### config.mk
export PLATFORM = sky130hd
export DESIGN_NAME = video_gen
export DESIGN_NICKNAME = d
export VERILOG_FILES = /design/src/hw/video_pkg.sv /design/src/hw/raster_if.sv /design/src/hw/raster_timing.sv /design/src/hw/video_gen.sv /design/src/hw/video_regs.sv
export SDC_FILE = /design/constraint.sdc
export NUM_CORES = 1
export LEC_CHECK = 0
export ABC_AREA = 0
export BUFFER_PORTS_ARGS = -buffer_cell sky130_fd_sc_hd__buf_2
export CAP_MARGIN = 30
export CORE_ASPECT_RATIO = 0.9
export CORE_UTILIZATION = 57
export DETAILED_ROUTE_END_ITERATION = 16
export MAX_ROUTING_LAYER = met4
export PLACE_DENSITY = 0.85
export SYNTH_ARGS = -nofsm -noshare
export SYNTH_HDL_FRONTEND = slang
export SYNTH_HIERARCHICAL = 1
export SYNTH_SLANG_ARGS = --single-unit
### constraint.sdc
create_clock -name clk -period 5 [get_ports clk]
set_clock_uncertainty 0.15 [all_clocks]
set_input_delay 0.75 -clock clk [delete_from_list [all_inputs] [get_ports clk]]
set_output_delay 0.75 -clock clk [all_outputs]
set_load 0.01 [all_outputs]
### src/hw/video_pkg.sv
// shared video definitions; timing defaults are 640x480 at 60 Hz, totals must fit in CNT_W bits
`default_nettype none

package video_pkg;

    localparam int CNT_W     = 11;          // raster counter width
    localparam int COPPER_AW = 11;          // copper program address width

    // default raster timing, in pixel clocks and lines
    localparam int H_VISIBLE_DEF = 640;
    localparam int H_FRONT_DEF   = 16;
    localparam int H_SYNC_DEF    = 96;
    localparam int H_BACK_DEF    = 48;
    localparam int V_VISIBLE_DEF = 480;
    localparam int V_FRONT_DEF   = 10;
    localparam int V_SYNC_DEF    = 2;
    localparam int V_BACK_DEF    = 33;
    localparam bit H_POL_DEF     = 1'b0;    // active low hsync
    localparam bit V_POL_DEF     = 1'b0;    // active low vsync
    localparam int VFREQ_DEF     = 'h5994;  // refresh rate as BCD, 59.94 Hz

    // extended register numbers
    typedef enum logic [4:0] {
        XR_VID_CTRL  = 5'h00,
        XR_COPP_CTRL = 5'h01,
        XR_SCANLINE  = 5'h08,
        XR_VID_HSIZE = 5'h0C,
        XR_VID_VSIZE = 5'h0D,
        XR_VID_VFREQ = 5'h0E
    } xr_num_e;

    // sync state order, each state advances to the next one up
    typedef enum logic [1:0] {
        PRE_SYNC  = 2'b00,
        SYNC      = 2'b01,
        POST_SYNC = 2'b10,
        VISIBLE   = 2'b11
    } sync_state_e;

    typedef struct packed {
        logic [7:0]             border;     // border colour index
        logic [3:0]             rsvd;
        logic [3:0]             intr;       // interrupt pulse request bits
    } vid_ctrl_t;

    typedef struct packed {
        logic                   enable;     // copper run enable
        logic [3:0]             rsvd;
        logic [COPPER_AW-1:0]   addr;       // copper start address
    } copp_ctrl_t;

    // one register word, decoded by register number
    typedef union packed {
        vid_ctrl_t              vid_ctrl;
        copp_ctrl_t             copp_ctrl;
    } xr_word_u;

endpackage

`default_nettype wire

### src/hw/raster_if.sv
// raster position and events; de_next and last_visible_pixel are combinational, the counts registered
`default_nettype none
`timescale 1ns/100ps

interface raster_if import video_pkg::*; ();

    logic [CNT_W-1:0]   h_count;            // current pixel in line
    logic [CNT_W-1:0]   v_count;            // current line in frame
    logic               h_blank;            // h state is not VISIBLE
    logic               v_blank;            // v state is not VISIBLE
    logic               de_next;            // display enable for next cycle
    logic               last_visible_pixel; // last pixel of last visible line

    modport source (
        output h_count, v_count, h_blank, v_blank, de_next, last_visible_pixel
    );

    modport sink (
        input  h_count, v_count, h_blank, v_blank, de_next, last_visible_pixel
    );

endinterface

`default_nettype wire

### src/hw/raster_timing.sv
// sync FSMs for one clock per pixel; every timing value must be at least 1 and totals below 2**CNT_W
`default_nettype none
`timescale 1ns/100ps

module raster_timing import video_pkg::*; #(
    parameter int H_VISIBLE = H_VISIBLE_DEF,
    parameter int H_FRONT   = H_FRONT_DEF,
    parameter int H_SYNC    = H_SYNC_DEF,
    parameter int H_BACK    = H_BACK_DEF,
    parameter int V_VISIBLE = V_VISIBLE_DEF,
    parameter int V_FRONT   = V_FRONT_DEF,
    parameter int V_SYNC    = V_SYNC_DEF,
    parameter int V_BACK    = V_BACK_DEF,
    parameter bit H_POL     = H_POL_DEF,
    parameter bit V_POL     = V_POL_DEF
) (
    input  wire logic   clk,
    input  wire logic   reset_i,
    raster_if.source    rif,
    output logic        hsync_o,            // sync outputs at parameter polarity
    output logic        vsync_o,
    output logic        de_o                // display enable
);

    localparam int H_TOTAL = H_FRONT + H_SYNC + H_BACK + H_VISIBLE;
    localparam int V_TOTAL = V_VISIBLE + V_FRONT + V_SYNC + V_BACK;

    // last count of each state, blanking sits at the start of a line
    localparam logic [CNT_W-1:0] H_END_FRONT = CNT_W'(H_FRONT - 1);
    localparam logic [CNT_W-1:0] H_END_SYNC  = CNT_W'(H_FRONT + H_SYNC - 1);
    localparam logic [CNT_W-1:0] H_END_BACK  = CNT_W'(H_FRONT + H_SYNC + H_BACK - 1);
    localparam logic [CNT_W-1:0] H_END_VIS   = CNT_W'(H_TOTAL - 1);

    // and at the end of a frame vertically
    localparam logic [CNT_W-1:0] V_END_VIS   = CNT_W'(V_VISIBLE - 1);
    localparam logic [CNT_W-1:0] V_END_FRONT = CNT_W'(V_VISIBLE + V_FRONT - 1);
    localparam logic [CNT_W-1:0] V_END_SYNC  = CNT_W'(V_VISIBLE + V_FRONT + V_SYNC - 1);
    localparam logic [CNT_W-1:0] V_END_BACK  = CNT_W'(V_TOTAL - 1);

    sync_state_e        h_state;
    sync_state_e        v_state;
    sync_state_e        h_state_next;
    sync_state_e        v_state_next;
    logic [CNT_W-1:0]   h_end;              // count that ends current h state
    logic [CNT_W-1:0]   v_end;
    logic [CNT_W-1:0]   h_count_next;
    logic [CNT_W-1:0]   v_count_next;
    logic               h_line_last_pixel;
    logic               last_frame_pixel;

    always_comb begin
        case (h_state)
            PRE_SYNC:  h_end = H_END_FRONT;
            SYNC:      h_end = H_END_SYNC;
            POST_SYNC: h_end = H_END_BACK;
            VISIBLE:   h_end = H_END_VIS;
            default:   h_end = H_END_VIS;
        endcase
    end

    always_comb begin
        case (v_state)
            VISIBLE:   v_end = V_END_VIS;
            PRE_SYNC:  v_end = V_END_FRONT;
            SYNC:      v_end = V_END_SYNC;
            POST_SYNC: v_end = V_END_BACK;
            default:   v_end = V_END_BACK;
        endcase
    end

    // vertical state only moves on the last pixel of a line
    assign h_state_next = (rif.h_count == h_end) ? sync_state_e'(h_state + 2'd1) : h_state;
    assign v_state_next = (h_line_last_pixel && rif.v_count == v_end) ?
                          sync_state_e'(v_state + 2'd1) : v_state;

    assign h_line_last_pixel = (h_state == VISIBLE) && (h_state_next == PRE_SYNC);
    assign last_frame_pixel  = h_line_last_pixel && (v_state == POST_SYNC) &&
                               (v_state_next == VISIBLE);

    assign rif.last_visible_pixel = h_line_last_pixel && (v_state == VISIBLE) &&
                                    (v_state_next == PRE_SYNC);
    assign rif.de_next = (h_state_next == VISIBLE) && (v_state_next == VISIBLE);
    assign rif.h_blank = (h_state != VISIBLE);
    assign rif.v_blank = (v_state != VISIBLE);

    always_comb begin
        h_count_next = rif.h_count + 1'b1;
        v_count_next = rif.v_count;
        if (h_line_last_pixel) begin
            h_count_next = '0;
            v_count_next = last_frame_pixel ? '0 : rif.v_count + 1'b1;
        end
    end

    always_ff @(posedge clk) begin
        if (reset_i) begin
            h_state     <= PRE_SYNC;
            v_state     <= VISIBLE;         // first frame starts on a visible line
            rif.h_count <= '0;
            rif.v_count <= '0;
            hsync_o     <= ~H_POL;
            vsync_o     <= ~V_POL;
            de_o        <= 1'b0;
        end else begin
            h_state     <= h_state_next;
            v_state     <= v_state_next;
            rif.h_count <= h_count_next;
            rif.v_count <= v_count_next;
            hsync_o     <= (h_state_next == SYNC) ? H_POL : ~H_POL;
            vsync_o     <= (v_state_next == SYNC) ? V_POL : ~V_POL;
            de_o        <= rif.de_next;     // lines up with registered counts
        end
    end

endmodule

`default_nettype wire

### src/hw/video_gen.sv
// video timing top; one clock per pixel, raster set by parameters, no playfield or memory ports
`default_nettype none
`timescale 1ns/100ps

module video_gen import video_pkg::*; #(
    parameter int H_VISIBLE = H_VISIBLE_DEF,
    parameter int H_FRONT   = H_FRONT_DEF,
    parameter int H_SYNC    = H_SYNC_DEF,
    parameter int H_BACK    = H_BACK_DEF,
    parameter int V_VISIBLE = V_VISIBLE_DEF,
    parameter int V_FRONT   = V_FRONT_DEF,
    parameter int V_SYNC    = V_SYNC_DEF,
    parameter int V_BACK    = V_BACK_DEF,
    parameter bit H_POL     = H_POL_DEF,
    parameter bit V_POL     = V_POL_DEF,
    parameter int VFREQ     = VFREQ_DEF
) (
    input  wire logic               clk,            // pixel clock
    input  wire logic               reset_i,
    input  wire logic               reg_wr_i,
    input  wire xr_num_e            reg_num_i,
    input  wire logic [15:0]        reg_data_i,
    output logic [15:0]             reg_data_o,
    input  wire logic [3:0]         intr_status_i,
    output logic [3:0]              intr_o,
    output logic                    copp_wr_o,
    output logic [15:0]             copp_data_o,
    output logic [CNT_W-1:0]        h_count_o,
    output logic [CNT_W-1:0]        v_count_o,
    output logic [7:0]              color_index_o,
    output logic                    hsync_o,
    output logic                    vsync_o,
    output logic                    de_o
);

    raster_if rif ();

    assign h_count_o = rif.h_count;     // counters also feed the copper
    assign v_count_o = rif.v_count;

    raster_timing #(
        .H_VISIBLE(H_VISIBLE), .H_FRONT(H_FRONT), .H_SYNC(H_SYNC), .H_BACK(H_BACK),
        .V_VISIBLE(V_VISIBLE), .V_FRONT(V_FRONT), .V_SYNC(V_SYNC), .V_BACK(V_BACK),
        .H_POL(H_POL), .V_POL(V_POL)
    ) u_timing (
        .clk(clk),
        .reset_i(reset_i),
        .rif(rif.source),
        .hsync_o(hsync_o),
        .vsync_o(vsync_o),
        .de_o(de_o)
    );

    video_regs #(
        .H_VISIBLE(H_VISIBLE), .V_VISIBLE(V_VISIBLE), .VFREQ(VFREQ)
    ) u_regs (
        .clk(clk),
        .reset_i(reset_i),
        .rif(rif.sink),
        .reg_wr_i(reg_wr_i),
        .reg_num_i(reg_num_i),
        .reg_data_i(reg_data_i),
        .reg_data_o(reg_data_o),
        .intr_status_i(intr_status_i),
        .intr_o(intr_o),
        .copp_wr_o(copp_wr_o),
        .copp_data_o(copp_data_o),
        .color_index_o(color_index_o)
    );

endmodule

`default_nettype wire

### src/hw/video_regs.sv
// video control registers; writes act on a one-cycle strobe, reads return one cycle after reg_num_i
`default_nettype none
`timescale 1ns/100ps

module video_regs import video_pkg::*; #(
    parameter int H_VISIBLE = H_VISIBLE_DEF,
    parameter int V_VISIBLE = V_VISIBLE_DEF,
    parameter int VFREQ     = VFREQ_DEF
) (
    input  wire logic           clk,
    input  wire logic           reset_i,
    raster_if.sink              rif,
    input  wire logic           reg_wr_i,       // register write strobe
    input  wire xr_num_e        reg_num_i,      // register number, write and read
    input  wire xr_word_u       reg_data_i,     // write data
    output logic [15:0]         reg_data_o,     // read data, registered
    input  wire logic [3:0]     intr_status_i,  // pending interrupt bits
    output logic [3:0]          intr_o,         // interrupt pulses
    output logic                copp_wr_o,      // copper control write pulse
    output xr_word_u            copp_data_o,    // copper control, held
    output logic [7:0]          color_index_o   // border colour during display
);

    logic [7:0]     border;

    // register writes and one-cycle pulses
    always_ff @(posedge clk) begin
        if (reset_i) begin
            border      <= 8'h08;           // dark grey so a live raster shows
            intr_o      <= 4'b0000;
            copp_wr_o   <= 1'b0;
            copp_data_o <= '0;
        end else begin
            intr_o      <= 4'b0000;
            copp_wr_o   <= 1'b0;

            if (reg_wr_i) begin
                case (reg_num_i)
                    XR_VID_CTRL: begin
                        border <= reg_data_i.vid_ctrl.border;
                        intr_o <= reg_data_i.vid_ctrl.intr;
                    end
                    XR_COPP_CTRL: begin
                        copp_wr_o                    <= 1'b1;
                        copp_data_o.copp_ctrl.enable <= reg_data_i.copp_ctrl.enable;
                        copp_data_o.copp_ctrl.addr   <= reg_data_i.copp_ctrl.addr;
                    end
                    default: begin
                    end
                endcase
            end

            // vsync interrupt, shows up on first line of vertical blank
            if (rif.last_visible_pixel) begin
                intr_o[3] <= 1'b1;
            end
        end
    end

    // colour output follows de_o of the timing block
    always_ff @(posedge clk) begin
        if (reset_i) begin
            color_index_o <= 8'h00;
        end else begin
            color_index_o <= rif.de_next ? border : 8'h00;
        end
    end

    // register reads
    always_ff @(posedge clk) begin
        case (reg_num_i)
            XR_VID_CTRL:  reg_data_o <= {border, 4'b0000, intr_status_i};
            XR_COPP_CTRL: reg_data_o <= copp_data_o;    // reserved bits stay zero
            XR_SCANLINE:  reg_data_o <= {rif.v_blank, rif.h_blank, 3'b000, rif.v_count};
            XR_VID_HSIZE: reg_data_o <= 16'(H_VISIBLE);
            XR_VID_VSIZE: reg_data_o <= 16'(V_VISIBLE);
            XR_VID_VFREQ: reg_data_o <= 16'(VFREQ);
            default:      reg_data_o <= 16'h0000;
        endcase
    end

endmodule

`default_nettype wire

# Word level (Yosys, flattened, before mapping)
# Cells that the tools add are included.
# Widths: inputs -> output; s select.
# word_totals
register_bits	78
out_inout_bits	70
# classes
addsub	4
n_eq_ne	19
n_mux	12
bitwise_logic	3
reduce_logical	18
# op_table
operator	n
$pmux 16 s6	1
$pmux 11 s4	2
$add 11x1->11 const B	2
$eq 11x11->1	2
$eq 5x4->1 const B	4
$eq 2x2->1 const B	6
$mux 11	1
$eq 2x1->1 const B	4
$logic_not 2->1	4
$mux 4	2
$logic_and 1x1->1	7
$reduce_or 2->1	3
$eq 5x1->1 const B	1
$logic_not 5->1	1
$add 2x1->2 const B	2
$mux 1	4
$mux 2	2
$ne 2x2->1 const B	2
$reduce_and 2->1	2
$not 1->1	3
$reduce_or 3->1	1

# Longest topological paths before layout
# Gate-level depths: netlist of run 1.
# depth
ltp_word	12
ltp_mapped	11
depth_no_buf	10

# By module
# Netlist of run 1, hierarchy kept.
# modules_own_cells
mod	n_inst	cells_each	area_each_um2	seq_area_each_um2
video_regs	1	188	2031.9	980.9
raster_timing	1	217	1757.9	580.6

# Worst setup path before layout of run 1
# Ideal clock, no wire load.
# synth_path
kind	reg2reg
startpoint	reg u_timing.h_state[0]
endpoint	reg u_regs.color_index_o[0]
setup_time_ns	0.059
arrival_time_ns	2.651
t_required_ns	4.791
path_slack_ns	2.139
path_stages_with_launch	10
synth_period_minus_slack_ns	2.861
path_cell_list	dfxtp_1 > inv_1 > ha_1 > a21o_2 > a2111oi_4 > mux2i_1 > o21ai_1 > a21oi_1 > nor2b_1 > and2_1
# synth_between
elab_chain_cells	12
# synth_rtl
item	line_no	rtl
start, declared	raster_timing.sv:40	sync_state_e h_state;
start signal, assigned	raster_timing.sv:105	h_state <= h_state_next;
$eq 2x2->1, or another cell as far along	raster_timing.sv:52, raster_timing.sv:76	
$pmux 11 s4	raster_timing.sv:52	case (h_state)
$eq 11x11->1	raster_timing.sv:72	assign h_state_next = (rif.h_count == h_end) ? sync_state_e'(h_state + 2'd1) : h_state;
$mux 2	raster_timing.sv:72	
$logic_not 2->1	raster_timing.sv:76	assign h_line_last_pixel = (h_state == VISIBLE) && (h_state_next == PRE_SYNC);
$logic_and 1x1->1	raster_timing.sv:76	
$logic_and 1x1->1	raster_timing.sv:73	assign v_state_next = (h_line_last_pixel && rif.v_count == v_end) ?
$mux 2	raster_timing.sv:73	
$eq 2x2->1	raster_timing.sv:82	assign rif.de_next = (h_state_next == VISIBLE) && (v_state_next == VISIBLE);
$logic_and 1x1->1 (*)	raster_timing.sv:82	
net rif.de_next	raster_if.sv:11	logic de_next;
$not 1->1 (no source line) (*)	--	
$reduce_or 2->1 (no source line) (*)	--	
end signal, assigned	video_regs.sv:65	color_index_o <= rif.de_next ? border : 8'h00;
end, declared	video_regs.sv:21	output logic [7:0] color_index_o
# Mark *: on every way through the listed nets, which the timed path passes. The rest lies on a longest branch. The select of a mux whose other input is x is not followed.
# A chain may end at the register's enable or synchronous reset.

# Final worst setup path of run 1
# layout_path
startpoint	reg u_timing.h_state[0]
endpoint	reg u_regs.color_index_o[7]
# The elaborated chain is that of the path after synthesis.

==> run metrics, run 1 <==
met2 usage=45.50%; Tot Pwr=1.197 mW; worst slew pin tran=0.8768 ns; pwr/cell area=between 200 and 300 nW/µm²; io pins=98; first-pass GRT wire length=14940 µm; max-slew violation count=0; top post-synthesis cells by count=dfxtp_1 (78), nand2b_1 (34), nor2_1 (33); layout cells sized above 1=26.52%; fin area=4423 µm²; max incr delay on CP=0.57 ns; Hold-fix buffers, CTS=0; area of the multi-input gates=around 2000 µm²; clk_lat worst skew=0.36 ns; # fillers=approximately 500; Die ar.=6979 µm²; crit start category=register; grt peak-use layer=met2; final antenna-violating net count=0; VDD IR max=146.2 µV; Synth Register Bits=78; CP Cell Sequence=ha_1, inv_1, a21o_2, a2111oi_4, mux2i_1, buf_4, o21ai_1, a21oi_1, nor2b_1, and2_1; Critical Path Fanout Max=18; starting density of the core=60.31%; DP Area=4237 µm²; vias per cell=5.781; hpwl dp=~6300 µm; Avg Cell Area, Syn=9.358 µm²; Hold WC Path Type=reg -> reg; Mapped Area=3790 µm²; CTS tree=done; Syn Inst Count=405; final cell count without fillers=581; Post-synth ARST share=0%; met3 GRT Util=6.757%; Max-Slew Margin vs Limit=41.55%; worst slack, placed=1.807 ns; worst path required time=between 5 and 6 ns; Max H-tree Level=3; die extent in y=79.36 µm; Inst Count DP=565; Sum Neg Setup Slack=0 ns; CTS sink count=78; TritonRoute pass-1 iters=5; Worst Setup End Kind=register; number of synthesized flops with an enable pin=0; clk buf depth=2; setup ws final=1.706 ns; ANT cells=0; num rows=27; Overflow after GRT=0; ys flop type=dfxtp_1; crit path DAT=between 3 and 4 ns; Core Region=approximately 6300 µm²; vias in the first global route=3116; Die X=87.95 µm; post-route clock period utilization=65.88%; Routed WL=9354 µm; Achievable Freq=303.6 MHz; Resize count post-CTS=0; via count=3359; Post-CTS Setup Inserts=0; root buf cell=clkbuf_8; largest cells by area after synthesis=dfxtp_1 (41%), nand2b_1 (5.6%), mux2i_1 (5.5%); final-report setup violation count=0; Initial DRC Count=217; Synth warnings=6; synthesis-to-layout area growth=16.71%; most frequent cell after synthesis=dfxtp_1; Layout Nets=528; unrepaired setup endpoints after global routing=false; dominant cell type by area after synthesis=dfxtp_1; Worst-path clk slew=about 0.09 ns; leakage=1.953 nW; total CTS buffers=9; WS Path Type=reg -> reg; outcome=completed; final hold viol count=0; Post-route DRC=0; Max Cap Viol=0; Netlist cell types=64; initial antenna violation count=0; area occupied by registers=~1600 µm²; CP max-delay cell=a2111oi_4; sequential fraction of the synthesis area=41.20%; clock period minus final worst setup slack=3.294 ns; Yosys top cell area share=41.20%; drt wl/cell=16.10 µm; met1 usage=34.54%; gpl congestion=a little over 0.9; largest net degree at the start of global routing=58; GRT Total Usage=~29%; port bufs=93
-- cells by family after synthesis --
family | Yosys count | synth area share, %
AOI/OAI and AO/OA | 50 | 10.86
xor gates and xnor gates | 12 | 2.773
adders and majority gates | 11 | 3.632
buffers and inverters | 35 | 5.249
DFF | 78 | 41.20
muxes | 23 | 6.240
other | 1 | 0.09895
and+or+nand+nor | 195 | 29.94
-- critical path, delay by kind of cell (launching register included) --
family | cells | cell delay (ns)
AOI/OAI and AO/OA | 4 | 1.09
adders and majority gates | 1 | 0.27
buffers and inverters | 2 | 0.36
DFF | 1 | 0.48
muxes | 1 | 0.25
and+or+nand+nor | 2 | 0.64
-- cells in the final DEF, fill, tap and decap left out, types with 10 or more instances in the layout --
cell type	Yosys	layout
a221o_1	12	12
and3_1	12	12
buf_2	6	93
dfxtp_1	78	78
ha_1	11	11
inv_1	10	10
mux2i_1	21	21
nand2_1	26	26
nand2b_1	34	34
nand3_1	14	14
nand4_1	22	22
nor2_1	33	33
-- power by group --
part	switching, mW	total, mW	leakage [nW]	internal [mW]
registers	0.0223	0.656	0.631	0.634
logic	0.0482	0.0859	1.23	0.0377
clock network	0.264	0.455	0.0931	0.192
total	0.334	1.20	1.95	0.863
-- state kept, by name, indices dropped and copies added (netlist names) --
| name | cells |
|---|---|
| u_timing/rif.h_count | 11 |
| u_timing/hsync_o | 1 |
| u_timing/h_state | 2 |
| u_regs/copp_data_o | 12 |
| u_regs/copp_wr_o | 1 |
| u_regs/color_index_o | 8 |
| u_regs/border | 8 |
| u_regs/intr_o | 4 |
| u_regs/reg_data_o | 16 |
| u_timing/rif.v_count | 11 |
| u_timing/de_o | 1 |
| u_timing/v_state | 2 |
| u_timing/vsync_o | 1 |
-- path summary, 6_finish.rpt --
| kind | to | start | slack [ns] | cells past startpoint |
|---|---|---|---|---|
| max | u_regs/color_index_o[7]$_SDFF_PP0_ | u_timing/h_state[0]$_SDFF_PP0_ | 1.71 | 10 |
| max reg2reg | u_regs/color_index_o[7]$_SDFF_PP0_ | u_timing/h_state[0]$_SDFF_PP0_ | 1.71 | 10 |
| min | u_timing/rif.h_count[0]$_SDFF_PP0_ | u_timing/rif.h_count[0]$_SDFF_PP0_ | 0.32 | 1 |
| min reg2reg | u_timing/rif.h_count[0]$_SDFF_PP0_ | u_timing/rif.h_count[0]$_SDFF_PP0_ | 0.32 | 1 |
-- final cells by class --
| class | instances | share of cell area (%) |
|---|---|---|
| Multi-Input combinational cell | 295 | 46.31 |
| Sequential cell | 78 | 35.30 |
| Timing Repair Buffer | 95 | 10.86 |
| Clock buffer | 9 | 2.801 |
| Tap cell | 87 | 2.461 |
| Clock inverter | 7 | 1.414 |
| Inverter | 10 | 0.8487 |
-- metal layers --
| layer | vias up | wire length (µm) |
|---|---|---|
| met3 | 21 | 580 |
| met1 | 1584 | 4148 |
| met4 | 0 | 187 |
| met2 | 149 | 4439 |
| li1 | 1605 | - |
| met5 | - | 0 |
-- per-stage QoR --
stage	hold WS, ns	utilization [%]
after floorplan	0.2913	-
after global placement	0.2911	67.30
after detailed placement	0.3006	67.42
after CTS	0.3206	70.39
after global routing	0.3486	70.39
final	0.3183	70.39
No activity file was read; power rests on OpenSTA's default activity.
==> run 2, diff against run 1 <==
--- a/config.mk
+++ b/config.mk
@@ -9,10 +9,10 @@
 export BUFFER_PORTS_ARGS = -buffer_cell sky130_fd_sc_hd__buf_2
 export CAP_MARGIN = 30
 export CORE_ASPECT_RATIO = 0.9
-export CORE_UTILIZATION = 57
+export CORE_UTILIZATION = 53
 export DETAILED_ROUTE_END_ITERATION = 16
 export MAX_ROUTING_LAYER = met4
-export PLACE_DENSITY = 0.85
+export PLACE_DENSITY = 0.8
 export SYNTH_ARGS = -nofsm -noshare
 export SYNTH_HDL_FRONTEND = slang
 export SYNTH_HIERARCHICAL = 1
==> constraint.sdc (replaced) <==
create_clock -name clk -period 3.4 [get_ports clk]
set_clock_uncertainty 0.15 [all_clocks]
set_input_delay 0.51 -clock clk [delete_from_list [all_inputs] [get_ports clk]]
set_output_delay 0.51 -clock clk [all_outputs]
set_load 0.01 [all_outputs]
==> run metrics, run 2 (same netlist as run 1, synthesis figures left out) <==
Final Util=66.29%; Worst Setup End Kind=register; initial antenna violation count=0; R2R cell count=10; largest net degree at the start of global routing=58; unrepaired setup endpoints after global routing=false; Max H-tree Level=3; root buf cell=clkbuf_8; hpwl dp=6443 µm; met3 GRT Util=between 6 and 7%; total CTS buffers=9; Max-Slew Margin vs Limit=41.64%; port bufs=93; met1 usage=32.64%; Max Cap Viol=0; Initial DRC Count=~230; via count=3329; ANT cells=0; crit path DAT=roughly 3.3 ns; Layout Nets=530; hold path cells=2; worst slack, placed=0.3272 ns; Hold-fix buffers, CTS=0; Post-CTS Setup Inserts=0; post-route clock period utilization=93.67%; Sum Neg Setup Slack=0 ns; met2 usage=between 40 and 50%; final cell count without fillers=a little under 600; drt wl/cell=around 16 µm; Critical Path Fanout Max=15; gpl congestion=between 0.8 and 0.9; leakage=1.967 nW; largest registers=u_regs/reg_data_o (16), u_regs/copp_data_o (12); Overflow after GRT=0; Hold Startpoint=intr_status_i[1]; setup ws final=0.2152 ns; CTS tree=done; Die X=between 90 and 100 µm; flop-to-flop setup slack=0.22 ns; layout cells sized above 1=26.81%; Core Region=6726 µm²; crit start category=register; synthesis-to-layout area growth=17.66%; most common cell after layout, fill and taps aside=buf_2; vias per cell=5.681; Inst Count DP=570; clk buf depth=2; Critical R2R Capture=u_regs/color_index_o[1]$_SDFF_PP0_; vias in the first global route=3029; clock period minus final worst setup slack=3.185 ns; grt peak-use layer=met2; final-report setup violation count=0; Hold WC Path Type=in -> reg; Post-route DRC=0; most frequent cells in the layout=buf_2 (93), dfxtp_1 (78), nand2b_1 (34); final antenna-violating net count=0; die extent in y=a little over 80 µm; num rows=28; GRT Total Usage=26.15%; number of flip-flops in the largest register=16; VDD IR max=between 300 and 400 µV; starting density of the core=a little under three fifths; outcome=completed; worst path required time=3.55 ns; clk_lat worst skew=0.36 ns; Die ar.=7493 µm²; hold_ws=0.2187 ns; final hold viol count=0; WS Path Type=reg -> reg; io pins=98; worst slew pin tran=0.8753 ns; first-pass GRT wire length=14930 µm; pwr/cell area=406.2 nW/µm²; Endpoint, Worst Hold=u_regs/reg_data_o[1]$_DFF_P_; max-slew violation count=0; Routed WL=a little over 9000 µm; Achievable Freq=314.0 MHz; Crit Reg-Reg Startpoint=u_timing/h_state[0]$_SDFF_PP0_; Resize count post-CTS=0; Worst-path clk slew=approximately 0.080 ns; TritonRoute pass-1 iters=5; most flop-heavy register=u_regs/reg_data_o; CTS sink count=78
run 2: cell types whose count changed in the layout (fill, tap and decap cells not counted), sizes merged:
cell	before	now
inv	15	12
clkinv	1	2
buf	95	97
bufinv	0	1
clkinvlp	1	2
run 2: final cells by class:
type	count	area [µm²]
sequential	78	1562
inverter	10	37.54
tap	90	112.6
clock buffer	9	123.9
multi-input combinational	295	2048
fill	575	2267
clock inverter	7	80.08
timing repair buffer	97	495.5
run 2: worst max path at each step:
stage	startpoint	end	depth (start not counted)
CTS	u_timing/h_state[0]$_SDFF_PP0_	u_regs/color_index_o[1]$_SDFF_PP0_	10
global route	u_timing/h_state[0]$_SDFF_PP0_	u_regs/color_index_o[1]$_SDFF_PP0_	10
floorplan	u_timing/h_state[0]$_SDFF_PP0_	u_regs/color_index_o[0]$_SDFF_PP0_	9
finish	u_timing/h_state[0]$_SDFF_PP0_	u_regs/color_index_o[1]$_SDFF_PP0_	10
global placement	u_timing/h_state[0]$_SDFF_PP0_	u_regs/color_index_o[2]$_SDFF_PP0_	9
detailed placement	u_timing/h_state[0]$_SDFF_PP0_	u_regs/color_index_o[1]$_SDFF_PP0_	10
run 2: layer usage:
layer / vias up / wire length, µm
li1: 1610 / -
met1: 1570 / 4129
met2: 143 / 4399
met3: 6 / 629
met4: 0 / 70
met5: - / 0
run 2: stage by stage:
stage | cell area [µm²] | total power, mW
global placement | 4255 | 1.108
detailed placement | 4255 | 1.111
CTS | 4459 | 1.813
finish | 4459 | 1.812
global route | 4459 | 1.882
floorplan | 3801 | 1.057
run 2: power breakdown:
group	internal [mW]	total (mW)	switching (mW)
clock network	0.346	0.720	0.374
registers	0.932	0.964	0.0324
logic	0.0569	0.127	0.0702
run 2: critical path, cell delays in order (launching register included):
cell and delay (ns):
dfxtp_1 0.46, inv_1 0.10, ha_1 0.26, nor2_1 0.20, o221ai_2 0.16, a2111oi_4 0.51, mux2_4 0.37, nand3_2 0.12
a21oi_1 0.17, nor2b_1 0.42, and2_1 0.20
